File: src/common/rvj1_isa_pkg.sv
// RV32I encodings for the OP and OP-IMM classes only; other opcodes are left to the decoder to drop
`default_nettype none

package rvj1_isa_pkg;

  ////////////////////////////////////////
  // Data width
  ////////////////////////////////////////

  localparam int XLEN = 32;

  ////////////////////////////////////////
  // Major opcodes
  ////////////////////////////////////////

  // Register-register class
  localparam logic [6:0] OPC_OP     = 7'b0110011;
  // Register-immediate class
  localparam logic [6:0] OPC_OP_IMM = 7'b0010011;

  ////////////////////////////////////////
  // funct3 codes, shared by both classes
  ////////////////////////////////////////

  localparam logic [2:0] F3_ADD_SUB = 3'b000;
  localparam logic [2:0] F3_SLL     = 3'b001;
  localparam logic [2:0] F3_SLT     = 3'b010;
  localparam logic [2:0] F3_SLTU    = 3'b011;
  localparam logic [2:0] F3_XOR     = 3'b100;
  localparam logic [2:0] F3_SRL_SRA = 3'b101;
  localparam logic [2:0] F3_OR      = 3'b110;
  localparam logic [2:0] F3_AND     = 3'b111;

  // funct7 for SUB and SRA, also imm[11:5] of SRAI
  // Only bit 5 differs from the base encoding
  localparam logic [6:0] F7_ALT = 7'b0100000;

  ////////////////////////////////////////
  // Instruction formats
  ////////////////////////////////////////

  // R-type, MSB first
  typedef struct packed {
    logic [6:0] funct7;
    logic [4:0] rs2;
    logic [4:0] rs1;
    logic [2:0] funct3;
    logic [4:0] rd;
    logic [6:0] opcode;
  } rtype_t;

  // I-type, imm12 overlays funct7 and rs2
  typedef struct packed {
    logic [11:0] imm12;
    logic [4:0]  rs1;
    logic [2:0]  funct3;
    logic [4:0]  rd;
    logic [6:0]  opcode;
  } itype_t;

  // One word, two views
  // rd, funct3 and opcode sit at the same bits in both
  typedef union packed {
    rtype_t r;
    itype_t i;
  } instr_u;

endpackage

`default_nettype wire

File: src/common/rvj1_exec_pkg.sv
// Execute-stage types; queue depth must match the credit pool, and CREDIT_W must hold ISSUE_DEPTH
`default_nettype none

package rvj1_exec_pkg;
  import rvj1_isa_pkg::*;

  ////////////////////////////////////////
  // Sizing
  ////////////////////////////////////////

  // Queue entries, also the decoder's starting credits
  localparam int ISSUE_DEPTH = 4;
  // Counts 0..ISSUE_DEPTH inclusive
  localparam int CREDIT_W = $clog2(ISSUE_DEPTH + 1);

  // Operand and result word
  typedef logic [XLEN-1:0] word_t;

  ////////////////////////////////////////
  // ALU operations
  ////////////////////////////////////////

  typedef enum logic [3:0] {
    ALU_OP_ADD  = 4'd0,
    ALU_OP_SUB  = 4'd1,
    ALU_OP_XOR  = 4'd2,
    ALU_OP_OR   = 4'd3,
    ALU_OP_AND  = 4'd4,
    ALU_OP_SLL  = 4'd5,
    ALU_OP_SRL  = 4'd6,
    ALU_OP_SRA  = 4'd7,
    ALU_OP_SLT  = 4'd8,
    ALU_OP_SLTU = 4'd9
  } alu_op_e;

  ////////////////////////////////////////
  // Request and result payloads
  ////////////////////////////////////////

  // Decoder to queue to ALU, 73 bits
  typedef struct packed {
    alu_op_e    op;
    word_t      op_a;
    word_t      op_b;
    logic [4:0] rd;
  } alu_req_t;

  // ALU to writeback, 37 bits
  typedef struct packed {
    logic [4:0] rd;
    word_t      value;
  } alu_res_t;

endpackage

`default_nettype wire

File: src/alu/rvj1_alu.sv
// Single result register; a new request is taken only when that register is empty or draining
`default_nettype none

module rvj1_alu
  import rvj1_exec_pkg::*;
(
  input  wire logic     clk_i,
  input  wire logic     reset_i,
  input  wire alu_req_t req_i,
  input  wire logic     req_valid_i,
  output logic          pop_o,
  output alu_res_t      res_o,
  input  wire logic     res_ready_i,
  output logic          res_valid_o
);

  word_t      alu_value;
  logic [4:0] shamt;

  ////////////////////////////////////////
  // Comparators
  ////////////////////////////////////////

  // Signed less-than, sign bits decide when they differ
  function automatic logic lt_signed(input word_t a, input word_t b);
    logic lt;
    unique case ({a[$bits(word_t)-1], b[$bits(word_t)-1]})
      2'b10:   lt = 1'b1;
      2'b01:   lt = 1'b0;
      // Same sign, magnitude order is the unsigned order
      default: lt = (a < b);
    endcase
    return lt;
  endfunction

  ////////////////////////////////////////
  // Operation select
  ////////////////////////////////////////

  // RV32I shifts use only the low five bits
  assign shamt = req_i.op_b[4:0];

  always_comb
  begin
    unique case (req_i.op)
      ALU_OP_ADD:  alu_value = req_i.op_a + req_i.op_b;
      ALU_OP_SUB:  alu_value = req_i.op_a - req_i.op_b;
      ALU_OP_XOR:  alu_value = req_i.op_a ^ req_i.op_b;
      ALU_OP_OR:   alu_value = req_i.op_a | req_i.op_b;
      ALU_OP_AND:  alu_value = req_i.op_a & req_i.op_b;
      ALU_OP_SLL:  alu_value = req_i.op_a << shamt;
      ALU_OP_SRL:  alu_value = req_i.op_a >> shamt;
      ALU_OP_SRA:  alu_value = word_t'($signed(req_i.op_a) >>> shamt);
      ALU_OP_SLT:  alu_value = word_t'(lt_signed(req_i.op_a, req_i.op_b));
      ALU_OP_SLTU: alu_value = word_t'(req_i.op_a < req_i.op_b);
      default:     alu_value = '0;
    endcase
  end

  ////////////////////////////////////////
  // Result register
  ////////////////////////////////////////

  // Take the head when the slot is free or leaving this cycle
  assign pop_o = req_valid_i && (!res_valid_o || res_ready_i);

  always_ff @(posedge clk_i)
  begin
    if (reset_i)
    begin
      res_valid_o <= 1'b0;
    end
    else if (pop_o)
    begin
      res_valid_o <= 1'b1;
    end
    else if (res_ready_i)
    begin
      res_valid_o <= 1'b0;
    end
  end

  // Payload changes only on a new pop
  always_ff @(posedge clk_i)
  begin
    if (pop_o)
    begin
      res_o.rd    <= req_i.rd;
      res_o.value <= alu_value;
    end
  end

  // A stalled result stays put until writeback takes it
  res_hold_a: assert property (@(posedge clk_i) disable iff (reset_i)
    (res_valid_o && !res_ready_i) |=> (res_valid_o && $stable(res_o)))
    else $error("res_o changed under back-pressure: %h", res_o);

endmodule

`default_nettype wire

File: src/hdl/rvj1_decoder.sv
// Handles OP and OP-IMM only; other opcodes are consumed with no push, and funct7 is read for bit 5 only
`default_nettype none

module rvj1_decoder
  import rvj1_isa_pkg::*;
  import rvj1_exec_pkg::*;
(
  input  wire logic            clk_i,
  input  wire logic            reset_i,
  input  wire logic            in_valid_i,
  output logic                 in_ready_o,
  input  wire instr_u          instr_i,
  input  wire logic [XLEN-1:0] rs1_val_i,
  input  wire logic [XLEN-1:0] rs2_val_i,
  input  wire logic            credit_i,
  output logic                 push_o,
  output alu_req_t             req_o
);

  logic [CREDIT_W-1:0] credits;
  logic                accept;
  logic                is_op;
  logic                is_op_imm;
  logic [2:0]          funct3;
  logic                alt;
  logic [XLEN-1:0]     imm_sext;
  alu_op_e             op;

  ////////////////////////////////////////
  // Handshake and push
  ////////////////////////////////////////

  // Free queue slots exist
  assign in_ready_o = (credits != '0);
  assign accept     = in_valid_i && in_ready_o;
  // Unsupported words are taken but never pushed
  assign push_o     = accept && (is_op || is_op_imm);

  ////////////////////////////////////////
  // Field decode
  ////////////////////////////////////////

  always_comb
  begin
    is_op     = (instr_i.r.opcode == OPC_OP);
    is_op_imm = (instr_i.i.opcode == OPC_OP_IMM);
    // funct3 sits at the same bits in both formats
    funct3    = instr_i.r.funct3;
    // Alternate bit is funct7[5], i.e. imm[10] for SRAI
    alt       = |(instr_i.r.funct7 & F7_ALT);
    imm_sext  = {{(XLEN-12){instr_i.i.imm12[11]}}, instr_i.i.imm12};

    unique case (funct3)
      // No SUBI, alt only matters for OP
      F3_ADD_SUB: op = (is_op && alt) ? ALU_OP_SUB : ALU_OP_ADD;
      F3_SLL:     op = ALU_OP_SLL;
      F3_SLT:     op = ALU_OP_SLT;
      F3_SLTU:    op = ALU_OP_SLTU;
      F3_XOR:     op = ALU_OP_XOR;
      F3_SRL_SRA: op = alt ? ALU_OP_SRA : ALU_OP_SRL;
      F3_OR:      op = ALU_OP_OR;
      default:    op = ALU_OP_AND;
    endcase
  end

  // Shift amount is trimmed in the ALU, not here
  assign req_o.op   = op;
  assign req_o.op_a = rs1_val_i;
  assign req_o.op_b = is_op ? rs2_val_i : imm_sext;
  assign req_o.rd   = instr_i.r.rd;

  ////////////////////////////////////////
  // Credit counter
  ////////////////////////////////////////

  always_ff @(posedge clk_i)
  begin
    if (reset_i)
    begin
      credits <= CREDIT_W'(ISSUE_DEPTH);
    end
    else
    begin
      unique case ({push_o, credit_i})
        2'b10:   credits <= credits - 1'b1;
        2'b01:   credits <= credits + 1'b1;
        default: credits <= credits;
      endcase
    end
  end

  // Returned credits never outrun the queue size
  credit_bound_a: assert property (@(posedge clk_i) disable iff (reset_i)
    credits <= CREDIT_W'(ISSUE_DEPTH))
    else $error("credit count %0d above depth", credits);

endmodule

`default_nettype wire

File: src/hdl/rvj1_exec_top.sv
// Execute stage, no register file or hazard logic; results leave in issue order over valid/ready
`default_nettype none

module rvj1_exec_top
  import rvj1_isa_pkg::*;
  import rvj1_exec_pkg::*;
(
  input  wire logic            clk_i,
  input  wire logic            reset_i,
  input  wire logic            in_valid_i,
  output logic                 in_ready_o,
  input  wire instr_u          instr_i,
  input  wire logic [XLEN-1:0] rs1_val_i,
  input  wire logic [XLEN-1:0] rs2_val_i,
  input  wire logic            res_ready_i,
  output logic                 res_valid_o,
  output alu_res_t             res_o
);

  ////////////////////////////////////////
  // Internal links
  ////////////////////////////////////////

  // Decoder to queue
  logic     push;
  alu_req_t push_req;
  logic     credit;
  // Queue to ALU
  alu_req_t head_req;
  logic     head_valid;
  logic     pop;

  rvj1_decoder u_decoder (
    .clk_i      (clk_i),
    .reset_i    (reset_i),
    .in_valid_i (in_valid_i),
    .in_ready_o (in_ready_o),
    .instr_i    (instr_i),
    .rs1_val_i  (rs1_val_i),
    .rs2_val_i  (rs2_val_i),
    .credit_i   (credit),
    .push_o     (push),
    .req_o      (push_req)
  );

  rvj1_issue_fifo u_issue_fifo (
    .clk_i       (clk_i),
    .reset_i     (reset_i),
    .push_i      (push),
    .req_i       (push_req),
    .pop_i       (pop),
    .head_o      (head_req),
    .not_empty_o (head_valid),
    .credit_o    (credit)
  );

  rvj1_alu u_alu (
    .clk_i       (clk_i),
    .reset_i     (reset_i),
    .req_i       (head_req),
    .req_valid_i (head_valid),
    .pop_o       (pop),
    .res_o       (res_o),
    .res_ready_i (res_ready_i),
    .res_valid_o (res_valid_o)
  );

endmodule

`default_nettype wire

File: src/hdl/rvj1_issue_fifo.sv
// No full flag; the producer must hold a credit per push, and one credit goes back per pop
`default_nettype none

module rvj1_issue_fifo
  import rvj1_exec_pkg::*;
(
  input  wire logic     clk_i,
  input  wire logic     reset_i,
  input  wire logic     push_i,
  input  wire alu_req_t req_i,
  input  wire logic     pop_i,
  output alu_req_t      head_o,
  output logic          not_empty_o,
  output logic          credit_o
);

  alu_req_t                         mem [ISSUE_DEPTH];
  logic [$clog2(ISSUE_DEPTH)-1:0]   wr_ptr;
  logic [$clog2(ISSUE_DEPTH)-1:0]   rd_ptr;
  logic [CREDIT_W-1:0]              count;

  ////////////////////////////////////////
  // Storage
  ////////////////////////////////////////

  always_ff @(posedge clk_i)
  begin
    if (push_i)
    begin
      mem[wr_ptr] <= req_i;
    end
  end

  // Head is visible the cycle after the push
  assign head_o      = mem[rd_ptr];
  assign not_empty_o = (count != '0);
  // Each pop frees one slot upstream
  assign credit_o    = pop_i;

  ////////////////////////////////////////
  // Pointers and occupancy
  ////////////////////////////////////////

  always_ff @(posedge clk_i)
  begin
    if (reset_i)
    begin
      wr_ptr <= '0;
      rd_ptr <= '0;
      count  <= '0;
    end
    else
    begin
      // Wrap works for any depth
      if (push_i)
      begin
        wr_ptr <= (int'(wr_ptr) == ISSUE_DEPTH - 1) ? '0 : wr_ptr + 1'b1;
      end
      if (pop_i)
      begin
        rd_ptr <= (int'(rd_ptr) == ISSUE_DEPTH - 1) ? '0 : rd_ptr + 1'b1;
      end
      unique case ({push_i, pop_i})
        2'b10:   count <= count + 1'b1;
        2'b01:   count <= count - 1'b1;
        default: count <= count;
      endcase
    end
  end

  // A push into a full queue means the decoder lost track of credits
  no_overflow_a: assert property (@(posedge clk_i) disable iff (reset_i)
    push_i |-> (count < CREDIT_W'(ISSUE_DEPTH)))
    else $error("push into full queue, credit violation");

  // ALU must only pop a present head
  no_underflow_a: assert property (@(posedge clk_i) disable iff (reset_i)
    pop_i |-> (count != '0))
    else $error("pop from empty queue");

endmodule

`default_nettype wire

File: config.mk
export PLATFORM = sky130hd
export DESIGN_NAME = rvj1_exec_top
export DESIGN_NICKNAME = d
export VERILOG_FILES = /design/src/common/rvj1_isa_pkg.sv /design/src/common/rvj1_exec_pkg.sv /design/src/alu/rvj1_alu.sv /design/src/hdl/rvj1_decoder.sv /design/src/hdl/rvj1_exec_top.sv /design/src/hdl/rvj1_issue_fifo.sv
export SDC_FILE = /design/constraint.sdc
export NUM_CORES = 1
export LEC_CHECK = 0
export BUFFER_PORTS_ARGS = -buffer_cell sky130_fd_sc_hd__buf_2
export CORE_UTILIZATION = 58
export CTS_CLUSTER_DIAMETER = 150
export CTS_CLUSTER_SIZE = 40
export DETAILED_ROUTE_END_ITERATION = 16
export GPL_TIMING_DRIVEN = 0
export PLACE_DENSITY = 0.77
export SYNTH_ARGS = -nofsm -noshare
export SYNTH_HDL_FRONTEND = slang
export SYNTH_SLANG_ARGS = --single-unit
File: constraint.sdc
create_clock -name clk_i -period 10 [get_ports clk_i]
set_input_delay 2 -clock clk_i [delete_from_list [all_inputs] [get_ports clk_i]]
set_output_delay 2 -clock clk_i [all_outputs]
set_load 0.02 [all_outputs]
Word level (Yosys, flattened, before mapping)
Memory sizes are Yosys's and may differ from the RTL's. A register that Yosys moved wholly into a read port is not among the register bits.
Cells that the tools add are included.
Widths: inputs -> output; s select.
Cells by class
  equality and inequality tests: 23
  reduce and logical (&&, ||, !) cells: 13
  shift operators: 3
  multiplexer cells: 16
  magnitude comparators: 1
  add/sub/neg operators: 8
  bitwise operators: 3
Operator list (number)
  $pmux 32 s10: 1
  $add 32x32->32: 1
  $and 32x32->32: 1
  $lt 32x32->1: 1
  $mux 32: 1
  $or 32x32->32: 1
  $shl 32x5->32: 1
  $shr 32x5->32: 1
  $sshr 32x5->32: 1
  $sub 32x32->32: 1
  $xor 32x32->32: 1
  $pmux 4 s7: 1
  $eq 4x3->1 const B: 4
  $pmux 3 s2: 2
  $eq 3x3->1 const B: 3
  $eq 2x1->1 const B: 4
  $eq 4x2->1 const B: 2
  $eq 4x4->1 const B: 2
  $mux 2: 4
  $eq 7x5->1 const B: 1
  $eq 7x6->1 const B: 1
  $add 3x1->3 const B: 2
  $eq 3x2->1 const B: 2
  $mux 1: 6
  other kinds (13): 22
Storage, ports and cells
  bits in registers: 48
  RAM bits: 292
  output and inout bits: 39
  bits of input ports: 100
  memories: 1
  logic and storage cells: 75
Memory list
  u_issue_fifo.mem: depth 4, width 73, rd ports 1, clocked after Yosys merged registers in 1, wr ports 1, RTL line rvj1_issue_fifo.sv:17  | alu_req_t mem [ISSUE_DEPTH];

Logic depth before layout (Yosys ltp)
  depth after elaboration: 5
  depth in mapped cells: 19
  mapped depth without buffers: 13

Modules after synthesis
A second synthesis with hierarchy kept.
Unflattened totals
  cell total of the unflattened synthesis: 1809
  area, all modules: 21946.0 um2
By module, submodules not included
  rvj1_issue_fifo: seq. area each 8948.6 um2, instances 1, area an instance 11058.1 um2, cells an instance 429
  rvj1_alu: seq. area each 1131.1 um2, instances 1, area an instance 9982.1 um2, cells an instance 1274
  rvj1_decoder: seq. area each 60.1 um2, instances 1, area an instance 905.9 um2, cells an instance 106

Worst setup path before layout
No wires, ideal clock.
  path kind: input port to flip-flop
  start: input port res_ready_i
  end: register u_decoder.credits[2]
  buffers on the path: 0
  setup time: 0.132 ns
  path slack: 4.122 ns
  stages on the path: 8
  arrival time: 5.746 ns
  required time: 9.868 ns
  cells stage by stage: inv_1 a21oi_1 ha_1 inv_1 fa_1 xor2_1 o21ai_0 or3b_2
Between the ends
  word-level cells in the longest chain between the ends: 4
  elaborated cells on any way between the ends: 6
  classes of those cells: eq/ne (2); mux (1); reduce/logical (3)
Ends and longest elaborated chain
  start, declared: RTL line rvj1_exec_top.sv:15  | input wire logic res_ready_i,
  $logic_or 1x1->1 *: RTL line rvj1_alu.sv:65  | assign pop_o = req_valid_i && (!res_valid_o || res_ready_i);
  $logic_and 1x1->1 *: RTL line rvj1_alu.sv:65
  via credit: RTL line rvj1_exec_top.sv:27  | logic credit;
  $eq 2x1->1 / $eq 2x2->1 (equally long branches): RTL line rvj1_decoder.sv:84  | unique case ({push_o, credit_i})
  $pmux 3 s2 / $reduce_bool 2->1 (equally long branches)
  end signal, assigned: RTL line rvj1_decoder.sv:85  | 2'b10: credits <= credits - 1'b1;
  end signal, assigned: RTL line rvj1_decoder.sv:86  | 2'b01: credits <= credits + 1'b1;
  end signal, assigned: RTL line rvj1_decoder.sv:87  | default: credits <= credits;
  end, declared: RTL line rvj1_decoder.sv:20  | logic [CREDIT_W-1:0] credits;
The timed path passes the listed nets; every way through them passes the cells marked *.
A chain may end at the register's enable or synchronous reset.

==> results.json <==
{
  "ys_seq_area_share_pct": 47.5,
  "syn_area_um2": 21400,
  "clockBufferDepth": 3,
  "path_cells": "buf_4 -> buf_4 -> buf_2 -> mux2i_1 -> mux2_2 -> buf_2 -> buf_1 -> clkbuf_1 -> ha_1 -> buf_2 -> nand2b_1 -> o211ai_1 -> a211oi_1 -> o211ai_1 -> a41o_1 -> o221ai_1 -> a21oi_1 -> o2111ai_1 -> o2111ai_1",
  "internal_power_w": 0.00349,
  "endpoint_kind": "flop",
  "syn_area_per_cell_um2": 11.2,
  "crit_path_start_kind": "flop",
  "fillers": 2853,
  "dr.first_iter.drc_count": 2816,
  "vdd_drop_max_mv": 0.258,
  "cts.sinks": 342,
  "finalClockSkew_ns": 0.0185,
  "drive_gt1_share_pct": 16.2,
  "hp-class": "reg2reg",
  "post_cts_resized": 0,
  "fp.dieH_um": 194,
  "grt_pass1_vias": 17300,
  "synth_ff_type": "edfxtp_1",
  "ys_ff_latch": 342,
  "antenna_found_initial": 3,
  "slowest_stage": "a211oi_1",
  "hold_viol_final": 0,
  "clock-root-buffer": "clkbuf_16",
  "wl_per_cell_um": 30.6,
  "insertion_delay_ns": 0.55,
  "postRouteAntennaNets": 0,
  "yosys-top-cells-count": "edfxtp_1 (329), nand2_1 (179), nor2_1 (134)",
  "clock.fmax_mhz": 146,
  "power_density_nw_per_um2": 313,
  "critPathKind": "reg2reg",
  "setup_violations": 0,
  "grt_use_total_pct": 40.6,
  "p_leak_nw": 8.50,
  "synth_top_area_share_pct": 46.3,
  "grt_overflow": 0,
  "hold_depth": 2,
  "synth_nets": 2118,
  "critical_path.max_stage_delay_ns": 0.62,
  "wirelength_um": 77400,
  "run_status": "finished, final reports clean",
  "num_rows": 69,
  "yosysMostFrequentCell": "edfxtp_1",
  "pwr-share-comb_pct": 66.3,
  "ioPinCount": 139,
  "start_util_pct": 59.4,
  "min_period_ns": 6.87,
  "crit_fanout": 11,
  "drv_cap": 0,
  "die_x_um": 194,
  "dr.pass1.iters": 6,
  "grt_max_degree": 44,
  "die-area_um2": 37600,
  "nets": 2270,
  "yosysWarnings": 0,
  "synthTopCellsByArea": "edfxtp_1 (46%), mux4_2 (7.6%), ha_1 (6.1%)",
  "core_area_um2": 35900,
  "p_seq_share_pct": 24.6,
  "vias": 18100,
  "worstMarginPinSlew_ns": 1.45,
  "rr_worst_depth": 19,
  "hpwl_um": 59000,
  "relSlewSlack_pct": 3.18,
  "finalCritPeriodShare_pct": 68.7,
  "crit_arrival_ns": 7.09,
  "routed_via_density": 7.15,
  "htree_num_levels": 1,
  "synth_top_area_cell": "edfxtp_1",
  "rsz0062_at_grt": "no",
  "cp_common_cell": "buf_2",
  "holdWs_ns": 0.506,
  "portBuffers": 133,
  "cp.required_ns": 10.22,
  "syn_to_final_growth_pct": 8.10,
  "swShare_pct": 51.7,
  "hold_buffers": 0,
  "gp_congestion": 1.08,
  "cts_made_buffers": 12,
  "grt_pass1_wl_um": 112000,
  "ys_types": 91,
  "maxSlewViolCount": 0,
  "syn_inst": 1910,
  "cts_tree": "yes",
  "synthArstFlopShare_pct": 0,
  "synth_edf_count": 329,
  "clkPwrFrac_pct": 9.1,
  "drc": 0,
  "clk_pin_slew_ns": 0.13,
  "setup_tns_ns": 0,
  "switchingPower_w": 0.00373,
  "post-cts-setup-buffers": 0
}
==> flip-flops by register name, summed over array words and instances (netlist names), named ones only <==
| register | count |
|---|---|
| u_issue_fifo.mem | 292 |
| u_alu.res_o | 37 |
| u_decoder.credits | 3 |
| u_alu.res_valid_o | 1 |
| u_issue_fifo.rd_ptr | 2 |
| u_issue_fifo.count | 3 |
| u_issue_fifo.wr_ptr | 2 |
==> power groups by stage <==
stage          Combinational, W  Sequential [W]  Clock [W]
3_5_place_dp            0.00452         0.00181          0
4_1_cts                 0.00455         0.00178   0.000662
2_1_floorplan           0.00289         0.00192          0
6_report                0.00479         0.00178   0.000660
3_3_place_gp            0.00446         0.00182          0
5_1_grt                 0.00498         0.00179   0.000703
==> cells by family after synthesis <==
group / after synthesis / share of synthesized area, %
buffers and inverters: 236 / 4.72
AOI/OAI and AO/OA: 542 / 16.8
xor gates and xnor gates: 11 / 0.451
muxes: 200 / 14.0
adders and majority gates: 108 / 6.47
and+or+nand+nor: 471 / 10.1
DFF: 342 / 47.5
==> worst max-delay path, delay by kind of cell (launching register included) <==
family	cells	cell delay [ns]
AOI/OAI and AO/OA	8	2.89
adders and majority gates	1	0.35
buffers and inverters	7	2.31
DFF	1	0.34
muxes	2	0.53
and+or+nand+nor	1	0.08
==> layout make-up <==
cell class,instances,area [µm²],share of cell area [%]
tap,461,577,2.50
sequential,342,10100,43.9
multi-input combinational,1332,10200,44.3
timing repair buffer,138,766,3.32
clock inverter,2,20.0,0.0867
buffer,131,614,2.66
clock buffer,17,340,1.47
inverter,105,394,1.71
antenna,2,5.00,0.0217
==> stage by stage <==
| stage | instances | total power [W] | util (%) | setup WS [ns] | area (µm²) |
|---|---|---|---|---|---|
| after floorplan | 1910 | 0.00482 | - | 4.12 | 21400 |
| after detailed placement | 2509 | 0.00633 | 63.2 | 3.68 | 22700 |
| after global routing | 2528 | 0.00747 | 64.2 | 3.15 | 23100 |
| after CTS | 2528 | 0.00699 | 64.2 | 3.57 | 23100 |
| after global placement | 2504 | 0.00628 | 62.9 | 2.75 | 22600 |
| final | 2530 | 0.00722 | 64.3 | 3.13 | 23100 |
==> worst paths after layout <==
check                             start  slack, ns                     to
setup / recovery                   flop       3.13         u_alu.res_o[0]
hold / removal    u_issue_fifo.count[2]       0.51  u_issue_fifo.count[2]
setup reg to reg                   flop       3.13         u_alu.res_o[0]
hold reg to reg   u_issue_fifo.count[2]       0.51  u_issue_fifo.count[2]
==> placed cells by master, fill, tap and decap left out, drive strengths merged, types with 47 or more instances in the layout <==
master    n
mux2i    94
nor2    135
o211ai   47
o21ai   130
inv     105
clkbuf   85
ha      104
a21oi   134
buf     201
nand2   179
mux4     73
edfxtp  329
==> routing by layer <==
metal	track usage, %	wire length [µm]	part of all wire, %	vias to the layer above
met5	0	28	0.036	-
met3	7.76	9220	12	242
met4	18.7	4030	5.2	4
li1	-	-	-	7585
met1	57.0	30300	39	8819
met2	61.6	33800	44	1440
(Power assumes the default switching activity.)
